## src/source/exec_pkg.sv

```systemverilog
package exec_pkg;

	localparam int LANES = 4;

	typedef logic [31:0] word_t;
	typedef logic [4:0] reg_idx_t;
	typedef logic [1:0] strand_t;
	typedef logic [LANES-1:0] lane_mask_t;
	typedef logic [LANES*32-1:0] vector_t;

	// One bit per execute sub-stage, 0 is the issue cycle
	typedef logic [3:0] squash_t;

	// Scalar register 31 reads as the program counter
	localparam reg_idx_t REG_PC = 5'd31;

	typedef enum logic [3:0] {
		OP_ADD,
		OP_SUB,
		OP_AND,
		OP_OR,
		OP_XOR,
		OP_SHL,
		OP_SHR,
		OP_EQ,
		OP_MUL
	} alu_op_e;

	typedef enum logic [1:0] {
		OP2_SCALAR2,
		OP2_VECTOR2,
		OP2_IMMEDIATE
	} op2_src_e;

	typedef enum logic [2:0] {
		MASK_SCALAR1,
		MASK_SCALAR1_INV,
		MASK_SCALAR2,
		MASK_SCALAR2_INV,
		MASK_ALL_ONES
	} mask_src_e;

	typedef enum logic [2:0] {
		BR_NONE,
		BR_ZERO,
		BR_NOT_ZERO,
		BR_ALL,
		BR_NOT_ALL,
		BR_ALWAYS
	} branch_e;

	// Instruction as it arrives from the issuer
	typedef struct packed {
		logic valid;
		strand_t strand;
		word_t pc;
		alu_op_e op;
		branch_e branch;
		word_t branch_offset;
		logic predicted_taken;
		logic op1_is_vector;
		op2_src_e op2_src;
		word_t immediate;
		mask_src_e mask_src;
		reg_idx_t sel_s1;
		reg_idx_t sel_s2;
		reg_idx_t sel_v1;
		reg_idx_t sel_v2;
		reg_idx_t dest;
		logic scalar_wb;
		logic vector_wb;
	} issue_t;

	typedef struct packed {
		word_t scalar1;
		word_t scalar2;
		vector_t vector1;
		vector_t vector2;
	} regs_t;

	// Result bundle, also the format of bypass sources
	typedef struct packed {
		logic valid;
		strand_t strand;
		word_t pc;
		reg_idx_t dest;
		logic scalar_wb;
		logic vector_wb;
		lane_mask_t mask;
		vector_t value;
	} writeback_t;

	typedef struct packed {
		vector_t op1;
		vector_t op2;
		lane_mask_t mask;
	} operands_t;

endpackage

```

## src/source/branch_resolve.sv

```systemverilog
`timescale 1ns/1ps

module branch_resolve(
	input exec_pkg::issue_t issue_i,
	input exec_pkg::vector_t op1_i,
	input exec_pkg::word_t alu_result_i,
	output logic rollback_o,
	output exec_pkg::word_t rollback_pc_o
);
	import exec_pkg::*;

	logic taken;
	word_t target;
	logic all_set;

	assign all_set = op1_i[LANES-1:0] == {LANES{1'b1}};

	always_comb
	begin
		target = issue_i.pc + issue_i.branch_offset;
		if (issue_i.op != OP_MUL && issue_i.scalar_wb && issue_i.dest == REG_PC)
		begin
			// Single-cycle arithmetic into PC acts as a jump
			taken = 1'b1;
			target = alu_result_i;
		end
		else
		begin
			case (issue_i.branch)
				BR_ZERO: taken = op1_i[31:0] == 32'd0;
				BR_NOT_ZERO: taken = op1_i[31:0] != 32'd0;
				BR_ALL: taken = all_set;
				BR_NOT_ALL: taken = !all_set;
				BR_ALWAYS: taken = 1'b1;
				default: taken = 1'b0;
			endcase
		end
	end

	// Prediction was wrong in either direction
	assign rollback_o = issue_i.valid && (taken != issue_i.predicted_taken);
	assign rollback_pc_o = taken ? target : issue_i.pc + 32'd4;

endmodule

```

## config.mk

```make
export PLATFORM = sky130hd
export DESIGN_NAME = branch_resolve
export DESIGN_NICKNAME = d
export VERILOG_FILES = /design/src/source/exec_pkg.sv /design/src/source/branch_resolve.sv
export SDC_FILE = /design/constraint.sdc
export NUM_CORES = 1
export LEC_CHECK = 0
export BUFFER_PORTS_ARGS = -buffer_cell sky130_fd_sc_hd__buf_2
export CELL_PAD_IN_SITES_DETAIL_PLACEMENT = 1
export CELL_PAD_IN_SITES_GLOBAL_PLACEMENT = 1
export CORE_AREA = 2 2 129 131
export DETAILED_ROUTE_END_ITERATION = 8
export DIE_AREA = 0 0 131 133
export MAX_ROUTING_LAYER = met4
export PLACE_DENSITY_LB_ADDON = 0.1
export SLEW_MARGIN = 40
export SYNTH_ARGS = -nofsm -noshare
export SYNTH_HDL_FRONTEND = slang
export SYNTH_SLANG_ARGS = --single-unit
export TNS_END_PERCENT = 30
```

## constraint.sdc

```tcl
create_clock -name vclk -period 3.9
set_clock_uncertainty 0.05 [all_clocks]
set_input_delay 0.39 -clock vclk [all_inputs]
set_output_delay 0.39 -clock vclk [all_outputs]
set_load 0.02 [all_outputs]
```

==> summary.txt <==
DP Wirelength: 13090 µm
Grt met1 use: 25.52%
Mapped cell area: 2940 µm²
Fin. max-slew vios: 0
Startpoint types: input port
Syn Nets: 797
CTS hold repair buffers: 0
Die Ht: 133 µm
Final Setup Violations: 0
Vias in the first global route: 4359
Mapped Cells: 464
Final net count: 976
Status: completed
Yosys Warn Count: 0
Hold Crit Class: in2out
Period minus WS final: 3.810 ns
Fillers: 2083
Overall routing resource usage: 17.22%
Vias: 4094
Detailed-route vias per instance: 4.749
# resized after CTS: 0
Post-CTS setup repair buffer count: 0
RSZ-0062 raised after global routing: true
Layout Area Growth over Synthesis: 42.94%
Post-Route WL: 15050 µm
Antenna Nets Post-Route: 0
Library cells used by synthesis: 52
Setup TNS: 0 ns
GR Util met3: 0.7279%
Crit. End Element: output port
Met2 GRT Util: 27.17%
Seq_cells: 0
Top-area cell type share of the netlist area: 13.62%
Avg Cell Area, Syn: 6.337 µm²
Drt initial violations: 129
Placer Congestion: 0.8244
CP Max Fanout: 3
Rel. slew slack: 58.91%
Core area: 16170 µm²
Clock buffers: 0
Die area: 17420 µm²
Drt drc: 0
Initial antenna violation count: 0
Worst EP arrival: 3.37 ns
Ratio of cells with drive above 1 in the final layout: 32.76%
Required time worst endpoint: 3.46 ns
Leading post-synthesis cells by cell area: ha_1 (14%), a21oi_1 (9.4%), xnor2_1 (8.6%)
First-pass GRT wire length: 23230 µm
Total gr overflow: 0
Fin crit share: 97.69%
Most Crowded Layer GR: met2
DR pass1 iterations: 4
Largest net degree at the start of global routing: 25
Worst Tran Pin Value: 0.6086 ns
Die Wd: 131 µm
Wirelength per Cell: 17.46 µm
Num ports: 333
Initial Utilization: 18.18%
Row cnt: 47
Top cell type by total area after synthesis: ha_1
Reg area: 0 µm²
Seq/Total Area, Yosys: 0%
Endpoints failing hold: 0
Count of input and output buffers: 176
Max Cap Violations: 0
Fmax: 262.5 MHz
Setup CP Type: in2out
Final core utilization: 25.99%
## through the flow
stage / std cells / setup WS [ns] / cell area, µm² / hold slack [ns]
floorplan: 464 / 0.3901 / 2940 / 0.9086
global placement: 861 / 0.04708 / 4187 / 1.057
detailed placement: 861 / 0.06733 / 4187 / 1.059
CTS: 861 / 0.04931 / 4187 / 1.062
global route: 861 / -0.04012 / 4200 / 1.075
finish: 862 / 0.09019 / 4203 / 1.057
## synth_stat cells, types with 2 or more instances
cell,n
nor2_1,60
o22ai_1,5
nand2_1,46
nand4_1,14
or4_1,2
inv_1,8
nand3_1,27
and3_1,10
xnor2_1,29
mux2i_1,10
a211oi_1,4
clkbuf_1,16
a211oi_2,2
a221o_1,3
nor3_1,8
buf_1,2
a2111oi_0,2
a21oi_1,55
nor4_1,10
ha_1,32
o21ai_0,31
and2_1,2
nand2b_1,3
xor2_1,25
o211ai_1,3
o21bai_1,5
a31oi_1,6
o21a_1,4
o31ai_1,2
a21o_1,16
## cell usage in the layout (no fill, tap or decap), types with 5 or more instances in the layout
master	n
nand4_1	14
o22ai_1	5
buf_4	20
a31oi_1	6
o21ai_0	31
a21o_1	16
xor2_1	25
buf_2	176
ha_1	32
nand2_1	46
nor2_1	60
o21bai_1	5
xnor2_1	29
inv_1	8
nor4_1	9
mux2i_1	10
a21oi_1	54
nand3_1	27
and3_1	10
nor3_1	8
## critical path, cell delays in order
cell and delay, ns:
buf_2 0.10, ha_1 0.23, fa_1 0.39, a21o_1 0.22, a221oi_2 0.32, nor4_1 0.13
or4_1 0.48, a221o_1 0.40, a211oi_2 0.23, xor2_1 0.10, a31oi_1 0.18, buf_2 0.19
## area by class of cell
cell class | instances | area (µm²) | share of cell area [%]
antenna | 1 | 2.502 | 0.05954
inverter | 8 | 30.03 | 0.7145
multi-input combinational | 437 | 2864 | 68.15
tap | 220 | 275.3 | 6.550
timing repair buffer | 196 | 1031 | 24.53
## cells by family after synthesis
group	after synthesis	synth area share, %
compound gates	150	32.00
xor+xnor	54	16.08
fa+ha+maj	33	14.30
buf+inv	27	3.702
mux	11	3.787
simple gates	189	30.13
## final timing paths
path	cells after the start	startpoint	to	slack (ns)
max	12	issue_i[66]	rollback_pc_o[28]	0.09
min	3	alu_result_i[14]	rollback_pc_o[14]	1.06
## metal layers
metal  vias up  wire length, µm
met1      1878             7599
li1       2079                -
met3         6              747
met5         -                0
met2       131             6623
met4         0               78
