--- config.mk ---
export PLATFORM = sky130hd
export DESIGN_NAME = result_merge
export DESIGN_NICKNAME = d
export VERILOG_FILES = /design/src/source/exec_pkg.sv /design/src/source/result_merge.sv
export SDC_FILE = /design/constraint.sdc
export NUM_CORES = 1
export LEC_CHECK = 0
export ABC_AREA = 1
export BUFFER_PORTS_ARGS = -buffer_cell sky130_fd_sc_hd__buf_2
export CORE_AREA = 2 2 205 207
export CTS_BUF_LIST = sky130_fd_sc_hd__clkbuf_4
export CTS_CLUSTER_DIAMETER = 120
export DETAILED_ROUTE_END_ITERATION = 12
export DIE_AREA = 0 0 207 209
export RECOVER_POWER = 100
export REMOVE_ABC_BUFFERS = 1
export SETUP_SLACK_MARGIN = 0.15
export SLEW_MARGIN = 20
export SYNTH_ARGS = -nofsm -noshare
export SYNTH_HDL_FRONTEND = slang
export SYNTH_SLANG_ARGS = --single-unit
--- constraint.sdc ---
create_clock -name clk -period 6.46 [get_ports clk]
set_input_delay 1.292 -clock clk [delete_from_list [all_inputs] [get_ports clk]]
set_output_delay 1.292 -clock clk [all_outputs]
set_load 0.1 [all_outputs]
--- src/source/exec_pkg.sv ---
package exec_pkg;

	localparam int LANES = 4;

	typedef logic [31:0] word_t;
	typedef logic [4:0] reg_idx_t;
	typedef logic [1:0] strand_t;
	typedef logic [LANES-1:0] lane_mask_t;
	typedef logic [LANES*32-1:0] vector_t;

	// One bit per execute sub-stage, 0 is the issue cycle
	typedef logic [3:0] squash_t;

	// Scalar register 31 reads as the program counter
	localparam reg_idx_t REG_PC = 5'd31;

	typedef enum logic [3:0] {
		OP_ADD,
		OP_SUB,
		OP_AND,
		OP_OR,
		OP_XOR,
		OP_SHL,
		OP_SHR,
		OP_EQ,
		OP_MUL
	} alu_op_e;

	typedef enum logic [1:0] {
		OP2_SCALAR2,
		OP2_VECTOR2,
		OP2_IMMEDIATE
	} op2_src_e;

	typedef enum logic [2:0] {
		MASK_SCALAR1,
		MASK_SCALAR1_INV,
		MASK_SCALAR2,
		MASK_SCALAR2_INV,
		MASK_ALL_ONES
	} mask_src_e;

	typedef enum logic [2:0] {
		BR_NONE,
		BR_ZERO,
		BR_NOT_ZERO,
		BR_ALL,
		BR_NOT_ALL,
		BR_ALWAYS
	} branch_e;

	// Instruction as it arrives from the issuer
	typedef struct packed {
		logic valid;
		strand_t strand;
		word_t pc;
		alu_op_e op;
		branch_e branch;
		word_t branch_offset;
		logic predicted_taken;
		logic op1_is_vector;
		op2_src_e op2_src;
		word_t immediate;
		mask_src_e mask_src;
		reg_idx_t sel_s1;
		reg_idx_t sel_s2;
		reg_idx_t sel_v1;
		reg_idx_t sel_v2;
		reg_idx_t dest;
		logic scalar_wb;
		logic vector_wb;
	} issue_t;

	typedef struct packed {
		word_t scalar1;
		word_t scalar2;
		vector_t vector1;
		vector_t vector2;
	} regs_t;

	// Result bundle, also the format of bypass sources
	typedef struct packed {
		logic valid;
		strand_t strand;
		word_t pc;
		reg_idx_t dest;
		logic scalar_wb;
		logic vector_wb;
		lane_mask_t mask;
		vector_t value;
	} writeback_t;

	typedef struct packed {
		vector_t op1;
		vector_t op2;
		lane_mask_t mask;
	} operands_t;

endpackage

--- src/source/result_merge.sv ---
`timescale 1ns/1ps

module result_merge(
	input logic clk,
	input logic reset,
	input exec_pkg::writeback_t short_i,
	input exec_pkg::writeback_t tail_i,
	input exec_pkg::squash_t squash_i,
	output exec_pkg::writeback_t ex_o
);
	import exec_pkg::*;

	writeback_t merge_nxt;

	// Both paths may land in one cycle; the issuer keeps them apart
	always_comb
	begin
		if (tail_i.valid && !squash_i[3])
			merge_nxt = tail_i;
		else if (short_i.valid)
			merge_nxt = short_i;
		else
			merge_nxt = '0;
	end

	always_ff @(posedge clk, posedge reset)
	begin
		if (reset)
			ex_o <= '0;
		else
			ex_o <= merge_nxt;
	end

endmodule

==> metrics.md, run 1 <==
| Metric | Value |
|---|---|
| Status | `finished, violations left` |
| Failing checks | `max-capacitance violations, max-slew violations` |
| WL per Instance | `13.4 um` |
| Routability cong. | `0.826` |
| Kind of critical path | `in -> async` |
| Worst path required time | `7.07 ns` |
| Seq/Total Area, Yosys | `52.4%` |
| Maxcap violations | `2` |
| DR iter-0 viols | `585` |
| Final setup violation count | `0` |
| CP bufs+invs | `3` |
| Placed cell areas | `11200 um^2` |
| Vias | `8455` |
| Tmin final | `4.04 ns` |
| Fin nets | `1950` |
| Avg Cell Area, Syn | `7.42 um^2` |
| Residual DRC | `0` |
| Final hold violations | `0` |
| Largest net degree at the start of global routing | `91` |
| Maximum buffer depth of the clock tree | `2` |
| Initial antenna violation count | `2` |
| Post-DP HPWL | `20600 um` |
| H-tree levels | `4` |
| Chip height | `209 um` |
| TritonCTS Buffers | `17` |
| # hold bufs at CTS | `0` |
| Unique masters post-synth | `7` |
| CTS clk-pin slew, worst paths | `0.16 ns` |
| Vias/cell | `3.93` |
| Post-synthesis cell area | `8310 um^2` |
| Vias in the first global route | `8201` |
| Sum of negative setup slack | `0 ns` |
| Hold Path Stages | `3` |
| Buffers on Ports | `524` |
| Crit-path leading delay family | `buffers and inverters` |
| Arrival time worst endpoint | `4.65 ns` |
| Achievable Freq | `0.247 GHz` |
| Clock Tree Root | `clkbuf_4` |
| #FFs+latches synth | `174` |
| Die width | `207 um` |
| Worst Hold Class | `in -> reg` |
| Layout cell share with drive strength beyond 1 | `24.3%` |
| Remaining global-route overflow | `0` |
| Slew @ Worst Pin | `3.60 ns` |
| Die area | `43300 um^2` |
| Critical Path End Type | `async pin` |
| Core footprint | `41300 um^2` |
| Largest fanout on the critical path | `78` |
| DRT Pass-1 Iters | `5` |
| PD cells | `258 nW/um^2` |
| Worst Setup Start Kind | `input pin` |
| CTS tree | `done` |
| All-layer global routing usage | `13.1%` |
| Peak supply drop | `0.000128 V` |
| Filler instances | `4642` |
| Row count | `75` |
| Tcrit/Tclk final | `62.6%` |
| Initial core utilization | `20.1%` |
| Post-route cell area | `11300 um^2` |
| Resized cells post-CTS | `0` |
| IO Pins | `528` |
| RSZ-0062 raised after global routing | `no` |
| Critical Path Max Stage Delay | `2.02 ns` |
| Clk sinks | `174` |
| Max Slew Vio Count | `164` |
| Cells after Synth | `1120` |
| Antenna Violating Nets Remaining | `0` |
| Pleak | `7.20 nW` |
| Setup Buffers After CTS | `0` |
| Largest register FFs | `174` |
| Crit path cell chain | `buf_2 > clkinvlp_2 > clkbuf_2` |
| CP max stage cell | `clkinvlp_2` |
| Drt total wl | `28800 um` |
| Biggest register | `ex_o` |
| Global-route wire length before repair | `44200 um` |
| CP Depth | `3` |
| Slew headroom | `-141%` |
| Largest regs | `ex_o: 174 flops` |
| Yosys warning count | `0` |
| Layout area overhead | `36.2%` |
cells in the mapped netlist (all sizes together):
cell type / count / share of area (%)
nand3: 173 / 10
buf: 75 / 5.6
dfrtp: 174 / 52
nand2: 521 / 24
inv: 176 / 8.0
clkbuf: 1 / 0.045
kinds of logic after synthesis:
logic type | count (synthesis) | synth area share [%]
AND/OR/NAND/NOR | 694 | 34.0
buffers and inverters | 252 | 13.6
flip-flops | 174 | 52.4
routing by layer:
layer	global-route usage, %	vias to the layer above	wire length, um
li1	-	4250	-
met2	21.0	372	13700
met1	15.9	3799	12100
met3	4.10	34	2290
met5	0	-	0
met4	6.08	0	772
per-stage QoR:
step / hold WS, ns / power [mW] / std cells / util (%) / setup slack [ns]
final: 0.842 / 2.92 / 2149 / 27.4 / 2.42
after global routing: 0.758 / 3.06 / 2149 / 27.4 / 1.74
after CTS: 0.593 / 2.99 / 2148 / 28.0 / 3.39
after detailed placement: 1.42 / 2.28 / 2116 / 27.2 / 3.21
after global placement: 1.42 / 2.27 / 2116 / 27.2 / 3.21
after floorplan: 1.39 / 1.98 / 1044 / - / -1.38
cell usage in the layout, fill, tap and decap left out:
cell type   netlist  final
clkinvlp_2        0      1
clkinv_2          0      2
diode_2           0      1
nand2_1         521    521
inv_1           176    174
buf_2            39    348
clkinvlp_4        0      3
clkinv_4          0      1
bufinv_16         0      3
buf_6             0      1
buf_4            36      8
clkbuf_4          0     18
inv_6             0      4
dfrtp_1         174    174
nand3_1         173    173
buf_12            0      1
clkbuf_1          1    174
clkinv_1          0      2
clkbuf_2          0      1
power by group:
| group | total, mW | switching [mW] | leakage (nW) | internal (mW) |
|---|---|---|---|---|
| combinational | 1.03 | 0.865 | 4.83 | 0.168 |
| sequential | 1.20 | 0.0259 | 2.21 | 1.17 |
| clock | 0.690 | 0.418 | 0.154 | 0.272 |
| total | 2.92 | 1.31 | 7.20 | 1.61 |
worst paths after layout:
check | startpoint | endpoint | slack, ns
worst min-delay path | tail_i[63] | ex_o[63]$_DFF_PP0_ | 0.84
max in group clk | tail_i[173] | ex_o[29]$_DFF_PP0_ | 2.47
min in group asynchronous | reset | ex_o[64]$_DFF_PP0_ | 1.69
worst max-delay path | reset | ex_o[96]$_DFF_PP0_ | 2.42
area by class of cell:
type	instances	area, um^2	area share [%]
flip-flops and latches	174	4350	38.5
well taps	539	674	5.96
diodes	1	2.50	0.0221
multi-input cells	694	2820	24.9
inverters	176	667	5.90
repair buffers	533	2490	22.0
clock buffers	18	135	1.19
clock inverters	14	165	1.46
tightest hold or removal path, delay by kind of cell:
kind          cells  cell delay [ns]
simple gates      2             0.12
buf+inv           1             0.07
Power figures use the tool's default switching activity.
==> inputs of run 2 (changes only) <==
Settings changed: CORE_AREA 2 2 205 207 to 2 2 203 205, DIE_AREA 0 0 207 209 to 0 0 205 207.
Clock period 6.46 ns to 3.55 ns, I/O delays scaled along.
==> run 2 against run 1 <==
Effect of this change: global-route usage is 0.55 points higher; clock power increased by 68%; non-clock buffer count increased by 8; via count rose by 1.7%; the flow still finishes with violations (max-capacitance violations, max-slew violations); first-iteration DRC count down 14%; die area shrank 1.9%.
==> metrics.md, run 2 (synthesis results as in run 1) <==
| Metric | Value |
|---|---|
| Status | `finished, violations left` |
| Failing checks | `max-capacitance violations, max-slew violations` |
| Critical Path Max Stage Delay | `0.94 ns` |
| CP max stage cell | `clkbuf_1` |
| All-layer global routing usage | `13.6%` |
| IO Pins | `528` |
| Crit path cell chain | `clkbuf_1` |
| Clock Tree Root | `clkbuf_4` |
| Worst Setup Start Kind | `flip-flop` |
| Die width | `205 um` |
| Fin nets | `1958` |
| Peak supply drop | `0.000178 V` |
| CP bufs+invs | `1` |
| Achievable Freq | `0.371 GHz` |
| Buffers on Ports | `524` |
| DR iter-0 viols | `502` |
| Crit-path leading delay family | `buffers and inverters` |
| Final setup violation count | `0` |
| Worst Hold Class | `in -> reg` |
| TritonCTS Buffers | `17` |
| Maxcap violations | `3` |
| Kind of critical path | `reg -> out` |
| H-tree levels | `4` |
| Initial antenna violation count | `2` |
| Vias/cell | `4.00` |
| Global-route wire length before repair | `44200 um` |
| Layout cell share with drive strength beyond 1 | `24.4%` |
| Chip height | `207 um` |
| Slew @ Worst Pin | `1.88 ns` |
| Final instance count without filler cells | `2150` |
| Largest fanout on the critical path | `1` |
| Drt total wl | `29500 um` |
| # hold bufs at CTS | `0` |
| PD cells | `460 nW/um^2` |
| Commonest non-fill, non-tap cell in the layout | `nand2_1` |
| Core footprint | `40400 um^2` |
| WL per Instance | `13.7 um` |
| Routability cong. | `0.848` |
| Final core utilization | `28.1%` |
| Layout area overhead | `36.8%` |
| Filler instances | `4560` |
| Antenna Violating Nets Remaining | `0` |
| PnR worst setup slack | `0.852 ns` |
| Remaining global-route overflow | `0` |
| Sum of negative setup slack | `0 ns` |
| Vias in the first global route | `8371` |
| CTS tree | `done` |
| RSZ-0062 raised after global routing | `no` |
| Final hold violations | `0` |
| Placed cells | `2117` |
| Worst path required time | `2.84 ns` |
| Maximum buffer depth of the clock tree | `2` |
| Initial core utilization | `20.6%` |
| Row count | `74` |
| Resized cells post-CTS | `0` |
| Setup Buffers After CTS | `0` |
| Max Slew Vio Count | `259` |
| Largest regs | `ex_o: 174 flops` |
| Largest net degree at the start of global routing | `89` |
| Clk sinks | `174` |
| Post-route cell area | `11400 um^2` |
| Leading cell types in the layout, fill and taps excluded | `nand2_1, buf_2, clkbuf_1` |
| Tmin final | `2.70 ns` |
| Die area | `42400 um^2` |
| Design Power | `5.23 mW` |
| Pleak | `7.21 nW` |
| Biggest register | `ex_o` |
| Pre-CTS setup slack | `1.27 ns` |
| Vias | `8597` |
| Residual DRC | `0` |
| Post-DP HPWL | `21600 um` |
| DRT Pass-1 Iters | `5` |
| Arrival time worst endpoint | `1.99 ns` |
| Critical Path End Type | `output port` |
| Min Hold Slack | `0.270 ns` |
| CTS clk-pin slew, worst paths | `0.15 ns` |
| Placed cell areas | `11300 um^2` |
| Tcrit/Tclk final | `76.0%` |
| Slew headroom | `-25.5%` |
| Largest register FFs | `174` |
==> run 2: area by class of cell <==
| cell class | count | area (um^2) | share of cell area [%] |
|---|---|---|---|
| Antenna cell | 2 | 5.00 | 0.0441 |
| Clock buffer | 20 | 150 | 1.32 |
| Clock inverter | 11 | 120 | 1.06 |
| Inverter | 176 | 669 | 5.89 |
| Multi-Input combinational cell | 694 | 2820 | 24.8 |
| Sequential cell | 174 | 4350 | 38.3 |
| Tap cell | 532 | 666 | 5.86 |
| Timing Repair Buffer | 541 | 2570 | 22.7 |
==> run 2: final timing paths <==
| kind | from | endpoint | cells past startpoint |
|---|---|---|---|
| setup / recovery | ex_o[69]$_DFF_PP0_ | ex_o[69] | 1 |
| hold / removal | tail_i[30] | ex_o[30]$_DFF_PP0_ | 3 |
| max in group asynchronous | reset | ex_o[163]$_DFF_PP0_ | 3 |
| min in group asynchronous | reset | ex_o[167]$_DFF_PP0_ | 2 |
==> run 2: power by group <==
group / internal, mW / total, mW / leakage (nW) / switching [mW]
logic: 0.311 / 1.89 / 4.87 / 1.58
registers: 2.13 / 2.18 / 2.21 / 0.0475
clock network: 0.432 / 1.16 / 0.135 / 0.728
==> run 2: routing by layer <==
| metal | track usage [%] | share of wire, % |
|---|---|---|
| met1 | 15.3 | 40 |
| met2 | 23.0 | 48 |
| met3 | 4.67 | 9.1 |
| met4 | 6.43 | 2.6 |
| met5 | 0 | 0 |
==> inputs of run 3 (changes only) <==
Settings changed: ABC_AREA 1 to 0, CORE_AREA 2 2 203 205 to 2 2 208 210, DIE_AREA 0 0 205 207 to 0 0 210 212.
Clock period 3.55 ns to 2.3 ns, I/O delays scaled along.
==> run 3 against run 2 <==
Effect of this change: the flow now finishes without violations; setup slack got worse by 0.66 ns; sequential power increased by 54%; final cell count grew 0.74%; power up 65%; largest cell class is now buffers.
==> metrics.md, run 3 <==
| Metric | Value |
|---|---|
| Top FF cell, synth | `dfrtp_1` |
| DRT Pass-1 Iters | `4` |
| Commonest non-fill, non-tap cell in the layout | `buf_2` |
| Global-route wire length before repair | `49700 um` |
| Slew @ Worst Pin | `1.41 ns` |
| Pleak | `7.14 nW` |
| Chip height | `212 um` |
| #FFs+latches synth | `174` |
| Row count | `76` |
| Initial antenna violation count | `2` |
| Drt total wl | `32600 um` |
| Status | `completed` |
| Slew headroom | `5.81%` |
| Top-count cell post-synth | `dfrtp_1` |
| Die width | `210 um` |
| Die area | `44500 um^2` |
| Maximum buffer depth of the clock tree | `2` |
| Initial core utilization | `17.8%` |
| Maxcap violations | `0` |
| Synth async-reset ratio | `100%` |
| Clock network fraction of total power | `21.1%` |
| Placed cells | `1785` |
| Post-route cell area | `14400 um^2` |
| Final instance count without filler cells | `2166` |
| Synth area leaders | `dfrtp_1, nand3b_1, o21ai_0, nand2_1, buf_2` |
| Arrival time worst endpoint | `2.70 ns` |
| Final setup violation count | `0` |
| Post-DP HPWL | `20800 um` |
| Comb power frac | `40.1%` |
| Kind of critical path | `in -> reg` |
| CTS clk-pin slew, worst paths | `0.14 ns` |
| Layout cell share with drive strength beyond 1 | `35.2%` |
| Synth area leader | `dfrtp_1` |
| Final hold violations | `0` |
| Tmin final | `2.11 ns` |
| Achievable Freq | `0.474 GHz` |
| Largest net degree at the start of global routing | `91` |
| Buffers on Ports | `524` |
| Antenna Violating Nets Remaining | `0` |
| Biggest register | `ex_o` |
| Worst Hold Class | `in -> reg` |
| Unique masters post-synth | `12` |
| Sum of negative setup slack | `0 ns` |
| Max Slew Vio Count | `0` |
| Fin nets | `1958` |
| Worst path required time | `2.89 ns` |
| Crit path cell chain | `clkbuf_1 > clkbuf_2 > nand3b_1 > o21ai_0 > dlygate4sd3_1` |
| Core footprint | `42500 um^2` |
| IO Pins | `528` |
| TritonCTS Buffers | `17` |
| RSZ-0062 raised after global routing | `no` |
| Leading cell types in the layout, fill and taps excluded | `buf_2, dlygate4sd3_1, dfrtp_1, clkbuf_2` |
| Seq/Total Area, Yosys | `57.5%` |
| Routability cong. | `0.811` |
| Switching portion of total power | `42.4%` |
| Design Power | `8.65 mW` |
| Tcrit/Tclk final | `91.7%` |
| CP max stage cell | `clkbuf_2` |
| Worst Setup Start Kind | `input pin` |
| H-tree levels | `4` |
| Switching power | `3.67 mW` |
| Critical Path Max Stage Delay | `1.04 ns` |
| Avg Cell Area, Syn | `9.82 um^2` |
| Setup Buffers After CTS | `0` |
| Post-synth EDFFs | `0` |
| Residual DRC | `0` |
| Placed cell areas | `10800 um^2` |
| Internal power | `4.98 mW` |
| Vias | `9098` |
| Largest register FFs | `174` |
| Critical Path End Type | `flip-flop` |
| Clock Tree Root | `clkbuf_4` |
| Yosys warning count | `0` |
| Post-synthesis cell area | `7580 um^2` |
| Clk sinks | `174` |
| Min Hold Slack | `0.147 ns` |
| Peak supply drop | `0.000331 V` |
| Remaining global-route overflow | `0` |
| CTS tree | `done` |
| Largest regs | `ex_o: 174 flops` |
| Vias/cell | `4.20` |
| Layout area overhead | `90.5%` |
| Part of the power in registers | `38.9%` |
| WL per Instance | `15.0 um` |
| PD cells | `599 nW/um^2` |
| Most frequent cells after synthesis | `dfrtp_1, nand2_1, nand3b_1, o21ai_0, buf_2` |
| Largest fanout on the critical path | `90` |
| DR iter-0 viols | `482` |
| Cells after Synth | `772` |
| Top cell type's share of synthesized area | `57.5%` |
| Vias in the first global route | `9550` |
| Filler instances | `4239` |
| All-layer global routing usage | `14.5%` |
-- run 3: per-stage QoR --
| step | util (%) | setup slack, ns |
|---|---|---|
| after floorplan | - | -2.88 |
| after global placement | 25.3 | 0.632 |
| after detailed placement | 25.3 | 0.613 |
| after CTS | 34.1 | 0.154 |
| after global routing | 34.0 | 0.0962 |
| final | 34.0 | 0.190 |
-- run 3: power by group through the flow --
stage / Sequential (mW) / Combinational (mW) / Clock (mW)
detailed placement: 3.41 / 2.92 / 0
finish: 3.36 / 3.46 / 1.82
global placement: 3.41 / 2.91 / 0
floorplan: 5.13 / 0.311 / 0
global route: 3.38 / 3.63 / 2.05
CTS: 3.35 / 3.47 / 1.93
-- run 3: cell type report --
cell class	instances	area (um^2)	share of cell area, %
Antenna cell	3	7.51	0.0520
Clock buffer	21	158	1.09
Clock inverter	11	118	0.815
Inverter	1	7.51	0.0520
Multi-Input combinational cell	521	2830	19.6
Sequential cell	174	4350	30.2
Tap cell	546	683	4.73
Timing Repair Buffer	889	6280	43.5
-- run 3: timing repair --
action	in CTS	in global routing
hold buffers	346	0
setup endpoints to repair	3	2
endpoints found under the hold margin	214	0
resized for setup	3	2
-- run 3: final timing paths --
path	endpoint	slack [ns]	from	cells after the start
setup / recovery	ex_o[16]$_DFF_PP0_	0.19	squash_i[3]	5
hold / removal	ex_o[77]$_DFF_PP0_	0.15	short_i[77]	3
max in group asynchronous	ex_o[47]$_DFF_PP0_	0.46	reset	4
min in group asynchronous	ex_o[104]$_DFF_PP0_	0.59	reset	3
-- run 3: logic make-up (layout without fill, tap and decap cells) --
family,count (synthesis),count (layout),synth area share [%]
AND/OR/NAND/NOR,348,348,26.0
AO/OA/AOI/OAI,173,173,11.4
flip-flops,174,174,57.5
other,0,3,0
buffers and inverters,77,922,5.15
-- run 3: per-layer routing --
metal / up-vias / track usage [%] / wire (um)
met3: 54 / 4.43 / 2140
met2: 411 / 25.2 / 16500
met4: 0 / 6.92 / 894
met1: 4363 / 16.1 / 13000
met5: - / 0 / 0
li1: 4270 / - / -
-- run 3: worst max-delay path, delay by kind of cell --
kind | cells | cell delay, ns
compound gates | 1 | 0.11
simple gates | 1 | 0.22
buf+inv | 3 | 1.81
