<file path="src/source/exec_pkg.sv">
package exec_pkg;

	localparam int LANES = 4;

	typedef logic [31:0] word_t;
	typedef logic [4:0] reg_idx_t;
	typedef logic [1:0] strand_t;
	typedef logic [LANES-1:0] lane_mask_t;
	typedef logic [LANES*32-1:0] vector_t;

	// One bit per execute sub-stage, 0 is the issue cycle
	typedef logic [3:0] squash_t;

	// Scalar register 31 reads as the program counter
	localparam reg_idx_t REG_PC = 5'd31;

	typedef enum logic [3:0] {
		OP_ADD,
		OP_SUB,
		OP_AND,
		OP_OR,
		OP_XOR,
		OP_SHL,
		OP_SHR,
		OP_EQ,
		OP_MUL
	} alu_op_e;

	typedef enum logic [1:0] {
		OP2_SCALAR2,
		OP2_VECTOR2,
		OP2_IMMEDIATE
	} op2_src_e;

	typedef enum logic [2:0] {
		MASK_SCALAR1,
		MASK_SCALAR1_INV,
		MASK_SCALAR2,
		MASK_SCALAR2_INV,
		MASK_ALL_ONES
	} mask_src_e;

	typedef enum logic [2:0] {
		BR_NONE,
		BR_ZERO,
		BR_NOT_ZERO,
		BR_ALL,
		BR_NOT_ALL,
		BR_ALWAYS
	} branch_e;

	// Instruction as it arrives from the issuer
	typedef struct packed {
		logic valid;
		strand_t strand;
		word_t pc;
		alu_op_e op;
		branch_e branch;
		word_t branch_offset;
		logic predicted_taken;
		logic op1_is_vector;
		op2_src_e op2_src;
		word_t immediate;
		mask_src_e mask_src;
		reg_idx_t sel_s1;
		reg_idx_t sel_s2;
		reg_idx_t sel_v1;
		reg_idx_t sel_v2;
		reg_idx_t dest;
		logic scalar_wb;
		logic vector_wb;
	} issue_t;

	typedef struct packed {
		word_t scalar1;
		word_t scalar2;
		vector_t vector1;
		vector_t vector2;
	} regs_t;

	// Result bundle, also the format of bypass sources
	typedef struct packed {
		logic valid;
		strand_t strand;
		word_t pc;
		reg_idx_t dest;
		logic scalar_wb;
		logic vector_wb;
		lane_mask_t mask;
		vector_t value;
	} writeback_t;

	typedef struct packed {
		vector_t op1;
		vector_t op2;
		lane_mask_t mask;
	} operands_t;

endpackage

</file>
<file path="src/source/operand_bypass.sv">
`timescale 1ns/1ps

module operand_bypass(
	input exec_pkg::issue_t issue_i,
	input exec_pkg::regs_t regs_i,
	input exec_pkg::writeback_t ex_i,
	input exec_pkg::writeback_t commit_i,
	output exec_pkg::operands_t operands_o
);
	import exec_pkg::*;

	word_t scalar1;
	word_t scalar2;
	vector_t vector1;
	vector_t vector2;

	// PC first, then the newest producer
	function automatic word_t scalar_read(reg_idx_t sel, word_t rf_value);
		if (sel == REG_PC)
			return issue_i.pc;
		else if (ex_i.valid && ex_i.scalar_wb && ex_i.dest == sel)
			return ex_i.value[31:0];
		else if (commit_i.valid && commit_i.scalar_wb && commit_i.dest == sel)
			return commit_i.value[31:0];
		else
			return rf_value;
	endfunction

	// Lane by lane, only lanes in the producer's mask are replaced
	function automatic vector_t vector_read(reg_idx_t sel, vector_t rf_value);
		vector_t value;
		logic ex_hit;
		logic commit_hit;
		value = rf_value;
		ex_hit = ex_i.valid && ex_i.vector_wb && ex_i.dest == sel;
		commit_hit = commit_i.valid && commit_i.vector_wb && commit_i.dest == sel;
		for (int lane = 0; lane < LANES; lane++)
		begin
			if (ex_hit && ex_i.mask[lane])
				value[lane*32 +: 32] = ex_i.value[lane*32 +: 32];
			else if (commit_hit && commit_i.mask[lane])
				value[lane*32 +: 32] = commit_i.value[lane*32 +: 32];
		end
		return value;
	endfunction

	always_comb
	begin
		scalar1 = scalar_read(issue_i.sel_s1, regs_i.scalar1);
		scalar2 = scalar_read(issue_i.sel_s2, regs_i.scalar2);
		vector1 = vector_read(issue_i.sel_v1, regs_i.vector1);
		vector2 = vector_read(issue_i.sel_v2, regs_i.vector2);

		// Scalars are broadcast to every lane
		operands_o.op1 = issue_i.op1_is_vector ? vector1 : {LANES{scalar1}};

		case (issue_i.op2_src)
			OP2_SCALAR2: operands_o.op2 = {LANES{scalar2}};
			OP2_VECTOR2: operands_o.op2 = vector2;
			OP2_IMMEDIATE: operands_o.op2 = {LANES{issue_i.immediate}};
			default: operands_o.op2 = '0;
		endcase

		case (issue_i.mask_src)
			MASK_SCALAR1: operands_o.mask = scalar1[LANES-1:0];
			MASK_SCALAR1_INV: operands_o.mask = ~scalar1[LANES-1:0];
			MASK_SCALAR2: operands_o.mask = scalar2[LANES-1:0];
			MASK_SCALAR2_INV: operands_o.mask = ~scalar2[LANES-1:0];
			default: operands_o.mask = '1;
		endcase
	end

endmodule

</file>
<file path="config.mk">
export PLATFORM = sky130hd
export DESIGN_NAME = operand_bypass
export DESIGN_NICKNAME = d
export VERILOG_FILES = /design/src/source/exec_pkg.sv /design/src/source/operand_bypass.sv
export SDC_FILE = /design/constraint.sdc
export NUM_CORES = 1
export LEC_CHECK = 0
export BUFFER_PORTS_ARGS = -buffer_cell sky130_fd_sc_hd__buf_4
export CAP_MARGIN = 10
export CORE_AREA = 2 2 410 412
export DETAILED_ROUTE_END_ITERATION = 12
export DIE_AREA = 0 0 412 414
export PLACE_DENSITY_LB_ADDON = 0.25
export SLEW_MARGIN = 20
export SYNTH_ARGS = -nofsm -noshare
export SYNTH_HDL_FRONTEND = slang
export SYNTH_SLANG_ARGS = --single-unit
</file>
<file path="constraint.sdc">
create_clock -name vclk -period 1.6
set_input_delay 0 -clock vclk [all_inputs]
set_output_delay 0 -clock vclk [all_outputs]
set_load 0.05 [all_outputs]
</file>
==> summary.md, run 1 <==
| Metric | Value |
|---|---|
| Syn Area/Cell | `6.33 um^2` |
| Max-cap violations | `0` |
| Synthesis Warnings | `0` |
| FF/Latch Area | `0 um^2` |
| Compound-Gate Fraction of Synth Area | `33.7%` |
| Width of the die | `412 um` |
| Gate power share | `100.0%` |
| CLK BUF | `0` |
| Power per cell area | `348 mW/mm^2` |
| Final setup viols | `260` |
| Initial DRC count | `1083` |
| Initial antenna violation count | `70` |
| Multi-input logic area | `0.0167 mm^2` |
| Cells after synthesis | `1598` |
| Total GRT Usage | `20.4%` |
| Share of cells above drive strength 1 | `77.2%` |
| Status | `complete, but fails checks` |
| Largest family of logic cells by synthesized area | `compound AO/OA/AOI/OAI gates` |
| RSZ-0062 raised after global routing | `true` |
| FILL cells | `18400` |
| Flop pwr share | `0%` |
| Overall Power | `12.2 mW` |
| Vias per cell | `3.95` |
| GRT busiest layer | `met2` |
| Vias in the first global route | `21000` |
| Post-Place Setup Slack | `-848 ps` |
| Die ar. | `0.171 mm^2` |
| Nets@finish | `3704` |
| Sw frac | `56.4%` |
| Post-synthesis adder-cell area fraction | `0%` |
| Initial Utilization | `6.08%` |
| Final WL | `186000 um` |
| Multiplexer area fraction after synthesis | `28.9%` |
| Failing checks | `setup timing` |
| WP data required | `1600 ps` |
| Syn Std Cell Area | `0.0101 mm^2` |
| Met3 global-route usage | `3.87%` |
| CTS Hold Bufs | `0` |
| Hold Crit Endpoint | `operands_o[207]` |
| Min Tclk post-route | `2210 ps` |
| Vias | `20200` |
| Port Buf Inserts | `950` |
| Final period util | `138%` |
| Post-synthesis xor/xnor area fraction | `3.12%` |
| Hold violation count in the final report | `0` |
| Sw Pwr | `6.86 mW` |
| Critical path class | `input port to output pin` |
| Sequential share of the synthesized area | `0%` |
| Post-synthesis cell type count | `39` |
| Hold path depth | `4` |
| Routed Antenna Nets | `0` |
| Post-detailed-route DRC marker count | `0` |
| DR WL/cell | `36.3 um` |
| Drt pass-1 iters | `5` |
| Die Ht | `414 um` |
| Worst Tran Pin Value | `804 ps` |
| Met1 Usage GRT | `24.4%` |
| P_int | `5.30 mW` |
| Source of the worst hold timing path | `commit_i[75]` |
| FFs & Latches | `0` |
| Met2 global-route usage | `37.2%` |
| First-pass GRT wire length | `230000 um` |
| Gp weighted congestion | `0.916` |
| Final worst slack | `-607 ps` |
| Relative slew margins | `46.3%` |
| Core area | `0.166 mm^2` |
| CP Launch Type | `input port` |
| DPL Wire Length | `149000 um` |
| CP endpoint kind | `output pin` |
| Mapped Nets | `2406` |
| Clock share of power | `0%` |
| Worst vdd ir | `0.000176 V` |
| Largest net degree at the start of global routing | `30` |
| Simple-gate area share of the yosys netlist | `27.1%` |
| Fmax | `453 MHz` |
| Leak Pwr | `13.9 nW` |
| Row count | `150` |
| Area Overhead vs Synth | `246%` |
| Critical Path AT | `2210 ps` |
| Io pins | `1068` |
| Critical path peak fanout | `5` |
| Hold Path Class | `input port to output pin` |
| Max-slew violation count | `0` |
| GRT overflow | `0` |
## what timing repair did
item                                   in CTS  in global routing
pin swaps                                 113                141
resized for setup                         612                398
endpoints found under the hold margin       0                  0
cloned                                     25                  9
buffers inserted                           90                 63
setup endpoints to repair                 260                260
## cell families after synthesis
group	count (synthesis)
AO/OA/AOI/OAI	506
XOR/XNOR	36
buffers and inverters	164
multiplexers	276
AND/OR/NAND/NOR	616
## final cells by class
class              count  area share [%]
diodes                16           0.114
inverters              6          0.0644
multi-input cells   1436            47.6
well taps           2204            7.88
repair buffers      1452            44.3
## worst max-delay path, cell delays in order
cell,delay (ps)
buf_8,110
buf_6,120
xor2_4,150
nor4_4,320
buf_6,190
nand3_4,170
buf_12,200
clkbuf_16,170
mux2_4,320
mux2i_4,180
o21ai_4,90
buf_6,160
## power groups by stage
stage | registers [mW] | logic (mW) | clock network, mW
after floorplan | 0 | 5.21 | 0
after global placement | 0 | 10.4 | 0
after detailed placement | 0 | 10.4 | 0
after CTS | 0 | 11.5 | 0
after global routing | 0 | 12.6 | 0.000000637
final | 0 | 12.2 | 0.00000121
## synth_stat cells (6+ instances only)
cell type	number	area share, %
a21o_1	16	1.2
a21oi_1	100	4.9
a221oi_1	11	0.95
a221oi_2	21	3.1
a311o_1	8	0.79
a311oi_1	112	9.7
a31oi_1	28	1.7
and2_1	9	0.56
and4_1	6	0.52
buf_2	30	1.5
buf_4	12	0.89
clkbuf_1	110	4.1
inv_1	6	0.22
mux2_2	128	14
mux2i_1	148	15
nand2_1	264	9.8
nand3_1	108	5.3
nand3b_1	28	2.1
nor2_1	135	5.0
nor2b_1	6	0.37
nor3_1	41	2.0
o21a_1	28	2.1
o21ai_0	159	7.9
o21ai_1	17	0.84
xnor2_1	19	1.6
xor2_1	17	1.5
## per-stage QoR
| stage | cells | hold WS (ps) | instance area, um^2 | TNS, ps | util, % |
|---|---|---|---|---|---|
| finish | 5114 | 405 | 35000 | -119280 | 21.0 |
| CTS | 5052 | 406 | 32500 | -120130 | 19.6 |
| global route | 5106 | 409 | 35000 | -132640 | 21.0 |
| floorplan | 1598 | 273 | 15000 | -37310 | - |
| detailed placement | 4945 | 464 | 28300 | -156490 | 17.0 |
| global placement | 4945 | 465 | 28300 | -156500 | 17.0 |
## metal layers
layer  vias to the layer above  wire, um
met5                         -       247
met1                     10200     73300
met2                       985     95500
met4                        40      5500
met3                       244     11200
li1                       8695         -
## worst max path at each step
stage,from,to,slack [ps],depth (start not counted)
after detailed placement,commit_i[137],operands_o[26],-850,11
after global routing,commit_i[134],operands_o[57],-640,12
after floorplan,ex_i[136],operands_o[145],-370,8
after global placement,commit_i[137],operands_o[26],-870,11
final,commit_i[134],operands_o[53],-610,12
after CTS,commit_i[137],operands_o[57],-600,12
## layout by cell type, fill, tap and decap left out, types with 14 or more instances in the layout
master and count:
mux2_2 81, nand3_4 21, a21oi_4 36, diode_2 16, buf_16 21, mux2_4 47
o21a_1 28, o21ai_1 29, nor3_2 17, buf_12 185, nand3b_1 28, buf_6 304
a311oi_4 112, a221oi_4 32, o21ai_2 23, buf_4 865, buf_8 63, a21oi_1 51
o21ai_4 118, nand3_1 62, mux2i_1 34, a31oi_2 14, nand2_1 244, nor2_1 122
nor3_1 21, mux2i_4 101, a21o_4 16, nand3_2 25
Note: power is estimated with default switching activity, not from simulation.
==> run 2, diff against run 1 <==
PLACE_DENSITY_LB_ADDON = 0.12   (was 0.25)
==> run 2 against run 1 <==
The run still ends with setup timing left. Die area did not move. Sequential share of layout area did not move. Design area rose by 1.8%. Worst hold slack improved by 4.1 ps. Via count fell by 4.4%. Clock-buffer cell count did not move. Utilization rose by 0.37 points. First-iteration DRC count fell by 11%. Cell count barely moved. Critical path type unchanged. Critical endpoint is now operands_o[51]. Largest power group unchanged.
==> summary.md, run 2 (synthesis gave the netlist of run 1 again) <==
| Metric | Value |
|---|---|
| Hold path depth | `4 (unchanged)` |
| Util after Layout | `21.4% (+0.37 points)` |
| Vias | `19300 (-4.4%)` |
| DPL Wire Length | `142000 um (-4.7%)` |
| Sw Pwr | `6.72 mW (-2.0%)` |
| Max-slew violation count | `0 (unchanged)` |
| RSZ-0062 raised after global routing | `true` |
| Io pins | `1068 (unchanged)` |
| CP Launch Type | `input port` |
| CP endpoint kind | `output pin` |
| Die Ht | `414 um (unchanged)` |
| Relative slew margins | `51.4% (+5.1 points)` |
| Gate power share | `100.0% (about the same)` |
| Clock share of power | `0% (unchanged)` |
| Leak Pwr | `14.0 nW (+0.95%)` |
| Finished Layout Cells | `5109 (-0.098%)` |
| Row count | `150 (unchanged)` |
| FF/Latch Area | `0 um^2 (unchanged)` |
| Post-Place Setup Slack | `-774 ps (+73.3 ps)` |
| Min Tclk post-route | `2100 ps (-106 ps)` |
| Hold violation count in the final report | `0 (unchanged)` |
| Critical path class | `input port to output pin` |
| First-pass GRT wire length | `218000 um (-5.0%)` |
| CTS Hold Bufs | `0 (unchanged)` |
| FFs & Latches | `0 (unchanged)` |
| Final period util | `131% (-6.6 points)` |
| Worst path depth | `11 (-1)` |
| Initial DRC count | `961 (-11%)` |
| CLK BUF | `0 (unchanged)` |
| Top cell family by delay on the critical path | `buffers and inverters` |
| Share of cells above drive strength 1 | `80.6% (+3.4 points)` |
| Flop pwr share | `0% (unchanged)` |
| Sw frac | `56.0% (-0.43 points)` |
| Largest net degree at the start of global routing | `30 (unchanged)` |
| Most frequent cells in the layout | `buf_4, buf_6, nand2_1, buf_12, o21ai_4` |
| Final setup viols | `260 (unchanged)` |
| Setup TNS | `-98920 ps (+20360 ps)` |
| Final worst slack | `-501 ps (+106 ps)` |
| Vias per cell | `3.78 (-4.4%)` |
| Nets@finish | `3703 (-0.027%)` |
| Crit-path max cell delay | `330 ps (about the same)` |
| Dpl cells | `4984 (+0.79%)` |
| Core area | `0.166 mm^2 (unchanged)` |
| WP data required | `1600 ps (about the same)` |
| Worst vdd ir | `0.000178 V (+1.2%)` |
| Drt pass-1 iters | `5 (unchanged)` |
| CP Cell Sequence | `buf_8 -> xor2_4 -> nor4_4 -> buf_6 -> nand3_4 -> buf_12 -> buf_12 -> mux2_2 -> mux2i_4 -> o21ai_4 -> buf_6` |
| Critical Path AT | `2100 ps (-110 ps)` |
| Die ar. | `0.171 mm^2 (unchanged)` |
| Total GRT Usage | `19.2% (-1.3 points)` |
| Fmax | `476 MHz (+5.0%)` |
| Post-detailed-route DRC marker count | `0 (unchanged)` |
| Crit path buffers/inverters | `5 (-1)` |
| Critical Path Slowest Stage Cell | `nor4_4` |
| Port Buf Inserts | `950 (unchanged)` |
| Vias in the first global route | `21100 (+0.25%)` |
| Area Overhead vs Synth | `252%` |
| Width of the die | `412 um (unchanged)` |
| GRT overflow | `0 (unchanged)` |
| Critical path peak fanout | `9 (+4)` |
| Max-cap violations | `0 (unchanged)` |
| Initial Utilization | `6.08% (unchanged)` |
| Status | `complete, but fails checks` |
| Power per cell area | `337 mW/mm^2 (-3.0%)` |
| Final WL | `173000 um (-6.7%)` |
| Worst Tran Pin Value | `727 ps (-76.6 ps)` |
| Commonest non-fill, non-tap cell in the layout | `buf_4` |
| Overall Power | `12.0 mW (-1.2%)` |
| Routed Antenna Nets | `0 (unchanged)` |
| DR WL/cell | `33.9 um (-6.6%)` |
| Gp weighted congestion | `0.871 (-4.9%)` |
| Failing checks | `setup timing` |
| Hold Path Class | `input port to output pin` |
| Initial antenna violation count | `26 (-63%)` |
| P_int | `5.29 mW (-0.26%)` |
[run 2: changes by cell type in the layout (fill, tap and decap cells not counted), moves of 20 or more]
cell / previous run / this run
nor2_1: 122 / 68
nor2_2: 7 / 58
buf_6: 304 / 263
buf_8: 63 / 98
buf_12: 185 / 213
nand2_1: 244 / 222
buf_4: 865 / 845
[run 2: power by group through the flow]
stage | Combinational [mW] | Sequential (mW) | Clock [mW]
after floorplan | 5.21 | 0 | 0
after global placement | 10.5 | 0 | 0
after detailed placement | 10.5 | 0 | 0
after CTS | 11.8 | 0 | 0
after global routing | 12.4 | 0 | 0.000000589
final | 12.0 | 0 | 0.000000909
[run 2: cell type report]
class / count / area [um^2]
multi-input combinational: 1435 / 16900
fill: 18400 / 131000
tap: 2204 / 2760
antenna: 12 / 30.0
timing repair buffer: 1452 / 15900
inverter: 6 / 25.0
[run 2: worst paths after layout]
check / startpoint / to / slack (ps)
worst max-delay path: issue_i[7] / operands_o[51] / -500
worst min-delay path: commit_i[78] / operands_o[210] / 410
[run 2: what timing repair did]
item / CTS / global route
resized for setup: 858 / 299
gates cloned: 20 / 6
pin swaps: 168 / 110
endpoints found under the setup margin: 260 / 260
buffers inserted: 88 / 30
[run 2: metrics by stage]
step / hold slack [ps] / area, um^2
final: 409 / 35600
after global routing: 430 / 35600
after CTS: 411 / 33900
after detailed placement: 450 / 29000
after global placement: 456 / 29000
after floorplan: 273 / 15000
[run 2: routing by layer]
layer  share of wire [%]  track usage (%)
met2                  52             36.2
met4                 1.4             1.79
met1                  41             23.2
met5               0.057                0
met3                 4.9             3.08
==> run 3, diff against run 2 <==
ABC_AREA = 1   (was unset)
CORE_AREA = 2 2 415 417   (was 2 2 410 412)
DIE_AREA = 0 0 417 419   (was 0 0 412 414)
==> run 3 against run 2 <==
The flow still finishes with violations (setup timing). Total power is 8.6% lower. Non-clock buffer count is 46 higher. Design area is 0.59% higher. Worst hold slack better by 34 ps. Global-route usage is 2.3 points higher. Maximum frequency is 6.8% higher. Cell count is 22% higher. Wire length is 17% higher. Highest routed layer unchanged. Synthesized cell count is 67% higher. Via count is 27% higher. Area after synthesis is 15% higher. Clock-buffer cell count stayed put.
==> summary.md, run 3 <==
| Metric | Value |
|---|---|
| Status | `complete, but fails checks` |
| Failing checks | `setup timing` |
| Core area | `0.171 mm^2 (+2.6%)` |
| Area share of the largest cell type after synthesis | `37.8% (+23 points)` |
| Initial Utilization | `6.81% (+0.73 points)` |
| Cells after synthesis | `2664 (+67%)` |
| Compound-Gate Fraction of Synth Area | `18.5% (-15 points)` |
| Worst Tran Pin Value | `580 ps (-148 ps)` |
| Initial DRC count | `1702 (+77%)` |
| Syn Area/Cell | `4.36 um^2 (-31%)` |
| Hold Crit Endpoint | `operands_o[178]` |
| FFs & Latches | `0 (unchanged)` |
| Post-Place Setup Slack | `-760 ps (+13.8 ps)` |
| Nets@finish | `4800 (+30%)` |
| Post-synthesis cell type count | `31 (-21%)` |
| Min Tclk post-route | `1970 ps (-133 ps)` |
| Fmax | `508 MHz (+6.8%)` |
| Area Overhead vs Synth | `208%` |
| CLK BUF | `0 (unchanged)` |
| Drt pass-1 iters | `5 (unchanged)` |
| RSZ-0062 raised after global routing | `true` |
| Max-cap violations | `0 (unchanged)` |
| Vias in the first global route | `24400 (+16%)` |
| Dpl cells | `6033 (+21%)` |
| Hold Path Class | `input port to output pin` |
| Synthesis Warnings | `0 (unchanged)` |
| Critical path peak fanout | `6 (-3)` |
| Simple-gate area share of the yosys netlist | `67.4% (+40 points)` |
| Critical Path AT | `1970 ps (-130 ps)` |
| Die Ht | `419 um (+1.2%)` |
| Commonest non-fill, non-tap cell in the layout | `buf_4` |
| Final period util | `123% (-8.3 points)` |
| CP Launch Type | `input port` |
| DR WL/cell | `32.5 um (-4.1%)` |
| Largest net degree at the start of global routing | `30 (unchanged)` |
| Post-detailed-route DRC marker count | `0 (unchanged)` |
| Width of the die | `417 um (+1.2%)` |
| Max-slew violation count | `0 (unchanged)` |
| Relative slew margins | `61.3% (+9.9 points)` |
| Vias per cell | `3.92 (+3.8%)` |
| FILL cells | `19400 (+5.2%)` |
| Total GRT Usage | `21.4% (+2.3 points)` |
| Top cells by area, synth | `nand2_1, nand3_1, o21ai_0` |
| Vias | `24500 (+27%)` |
| Final WL | `203000 um (+17%)` |
| Die ar. | `0.175 mm^2 (+2.4%)` |
| Multiplexer area fraction after synthesis | `0% (-29 points)` |
| Most frequent cells in the layout | `buf_4, nand2_1, nand2_2, buf_6, buf_8` |
| Gp weighted congestion | `0.917 (+5.3%)` |
| Top cells by count, synth | `nand2_1, nand3_1, nor2_1` |
| Share of cells above drive strength 1 | `61.4% (-19 points)` |
| First-pass GRT wire length | `248000 um (+14%)` |
| Hold violation count in the final report | `0 (unchanged)` |
| Post-synthesis adder-cell area fraction | `0% (unchanged)` |
| Row count | `152 (+1.3%)` |
| WP data required | `1600 ps (about the same)` |
| FF/Latch Area | `0 um^2 (unchanged)` |
| GRT overflow | `0 (unchanged)` |
| Post-synthesis xor/xnor area fraction | `0.678% (-2.4 points)` |
| Most numerous cell in the Yosys netlist | `nand2_1` |
| Port Buf Inserts | `950 (unchanged)` |
| CP endpoint kind | `output pin` |
| Worst vdd ir | `0.000144 V (-19%)` |
| Source of the worst hold timing path | `regs_i[174]` |
| Power per cell area | `306 mW/mm^2 (-9.2%)` |
| CTS Hold Bufs | `0 (unchanged)` |
| Hold path depth | `6 (+2)` |
| Multi-input logic area | `0.0152 mm^2 (-9.7%)` |
| Synth area leader | `nand2_1` |
| Initial antenna violation count | `56 (+120%)` |
| DPL Wire Length | `152000 um (+6.7%)` |
| Leak Pwr | `18.1 nW (+29%)` |
| Finished Layout Cells | `6246 (+22%)` |
| Final setup viols | `260 (unchanged)` |
| Sequential share of the synthesized area | `0% (unchanged)` |
| Syn Std Cell Area | `0.0116 mm^2 (+15%)` |
| Final worst slack | `-368 ps (+133 ps)` |
| Routed Antenna Nets | `0 (unchanged)` |
| Largest family of logic cells by synthesized area | `simple AND/OR/NAND/NOR gates` |
| Critical path class | `input port to output pin` |
| Setup TNS | `-67800 ps (+31120 ps)` |
| Io pins | `1068 (unchanged)` |
| Mapped Nets | `3472 (+44%)` |
## run 3: changes by cell type after synthesis, moves of 112 or more
cell,previous run,this run
a311oi_1,112,0
mux2i_1,148,0
nand2_1,264,1169
inv_1,6,199
mux2_2,128,0
nand3_1,108,460
## run 3: layout make-up
type	count	area share, %
repair buffers	1498	46.8
multi-input cells	2273	42.5
well taps	2233	7.80
inverters	219	2.73
diodes	23	0.161
## run 3: report_power, final
group / internal, mW / leakage, nW / switching, mW / total, mW
Sequential: 0 / 0 / 0 / 0
Clock: 0.00000196 / 0.000146 / 0 / 0.00000196
Combinational: 4.59 / 18.1 / 6.39 / 11.0
## run 3: worst max-delay path by stage
stage                        from              end  cells after the start
finish                issue_i[20]   operands_o[95]                     15
global route          issue_i[20]   operands_o[95]                     15
CTS                   issue_i[15]  operands_o[246]                     14
detailed placement  commit_i[138]   operands_o[58]                     15
global placement    commit_i[138]   operands_o[58]                     15
floorplan           commit_i[137]  operands_o[104]                      9
## run 3: stage by stage
step / total power [mW] / util, % / cell area, um^2 / hold slack (ps)
6_report: 11.0 / 21.0 / 35800 / 443
5_1_grt: 11.4 / 21.0 / 35800 / 466
4_1_cts: 10.3 / 19.0 / 32400 / 437
3_5_place_dp: 8.42 / 14.6 / 24900 / 449
3_3_place_gp: 8.45 / 14.6 / 24900 / 453
2_1_floorplan: 3.92 / - / 11600 / 423
## run 3: metal layers
| metal | global-route usage, % | share of wire (%) | wire (um) | up-vias |
|---|---|---|---|---|
| met3 | 2.51 | 4.7 | 9530 | 182 |
| li1 | - | - | - | 11300 |
| met1 | 26.4 | 41 | 83600 | 12100 |
| met5 | 0 | 0.082 | 166 | - |
| met4 | 5.02 | 2.8 | 5600 | 26 |
| met2 | 39.2 | 51 | 104000 | 930 |
## run 3: worst max-delay path: stages
cell,delay [ps]
buf_6,70
clkinvlp_4,150
a21oi_2,170
nand2_2,70
nor2_4,180
nand2_4,100
buf_12,170
buf_12,140
buf_12,130
nand2_4,50
a21oi_2,50
o21bai_1,180
buf_4,210
nand3_2,90
buf_8,170
## run 3: repair_timing
item | in CTS | in global routing
gates resized for setup | 1384 | 705
setup endpoints to repair | 260 | 260
buffers inserted | 107 | 55
pin swaps | 297 | 258
gates cloned | 39 | 14
## run 3: cells by family (layout without fill, tap and decap cells)
group                     Yosys count  after routing
buffers and inverters             391           1717
other                               0             23
and+or+nand+nor                  1896           1896
xor gates and xnor gates            9              9
AOI/OAI and AO/OA                 368            368
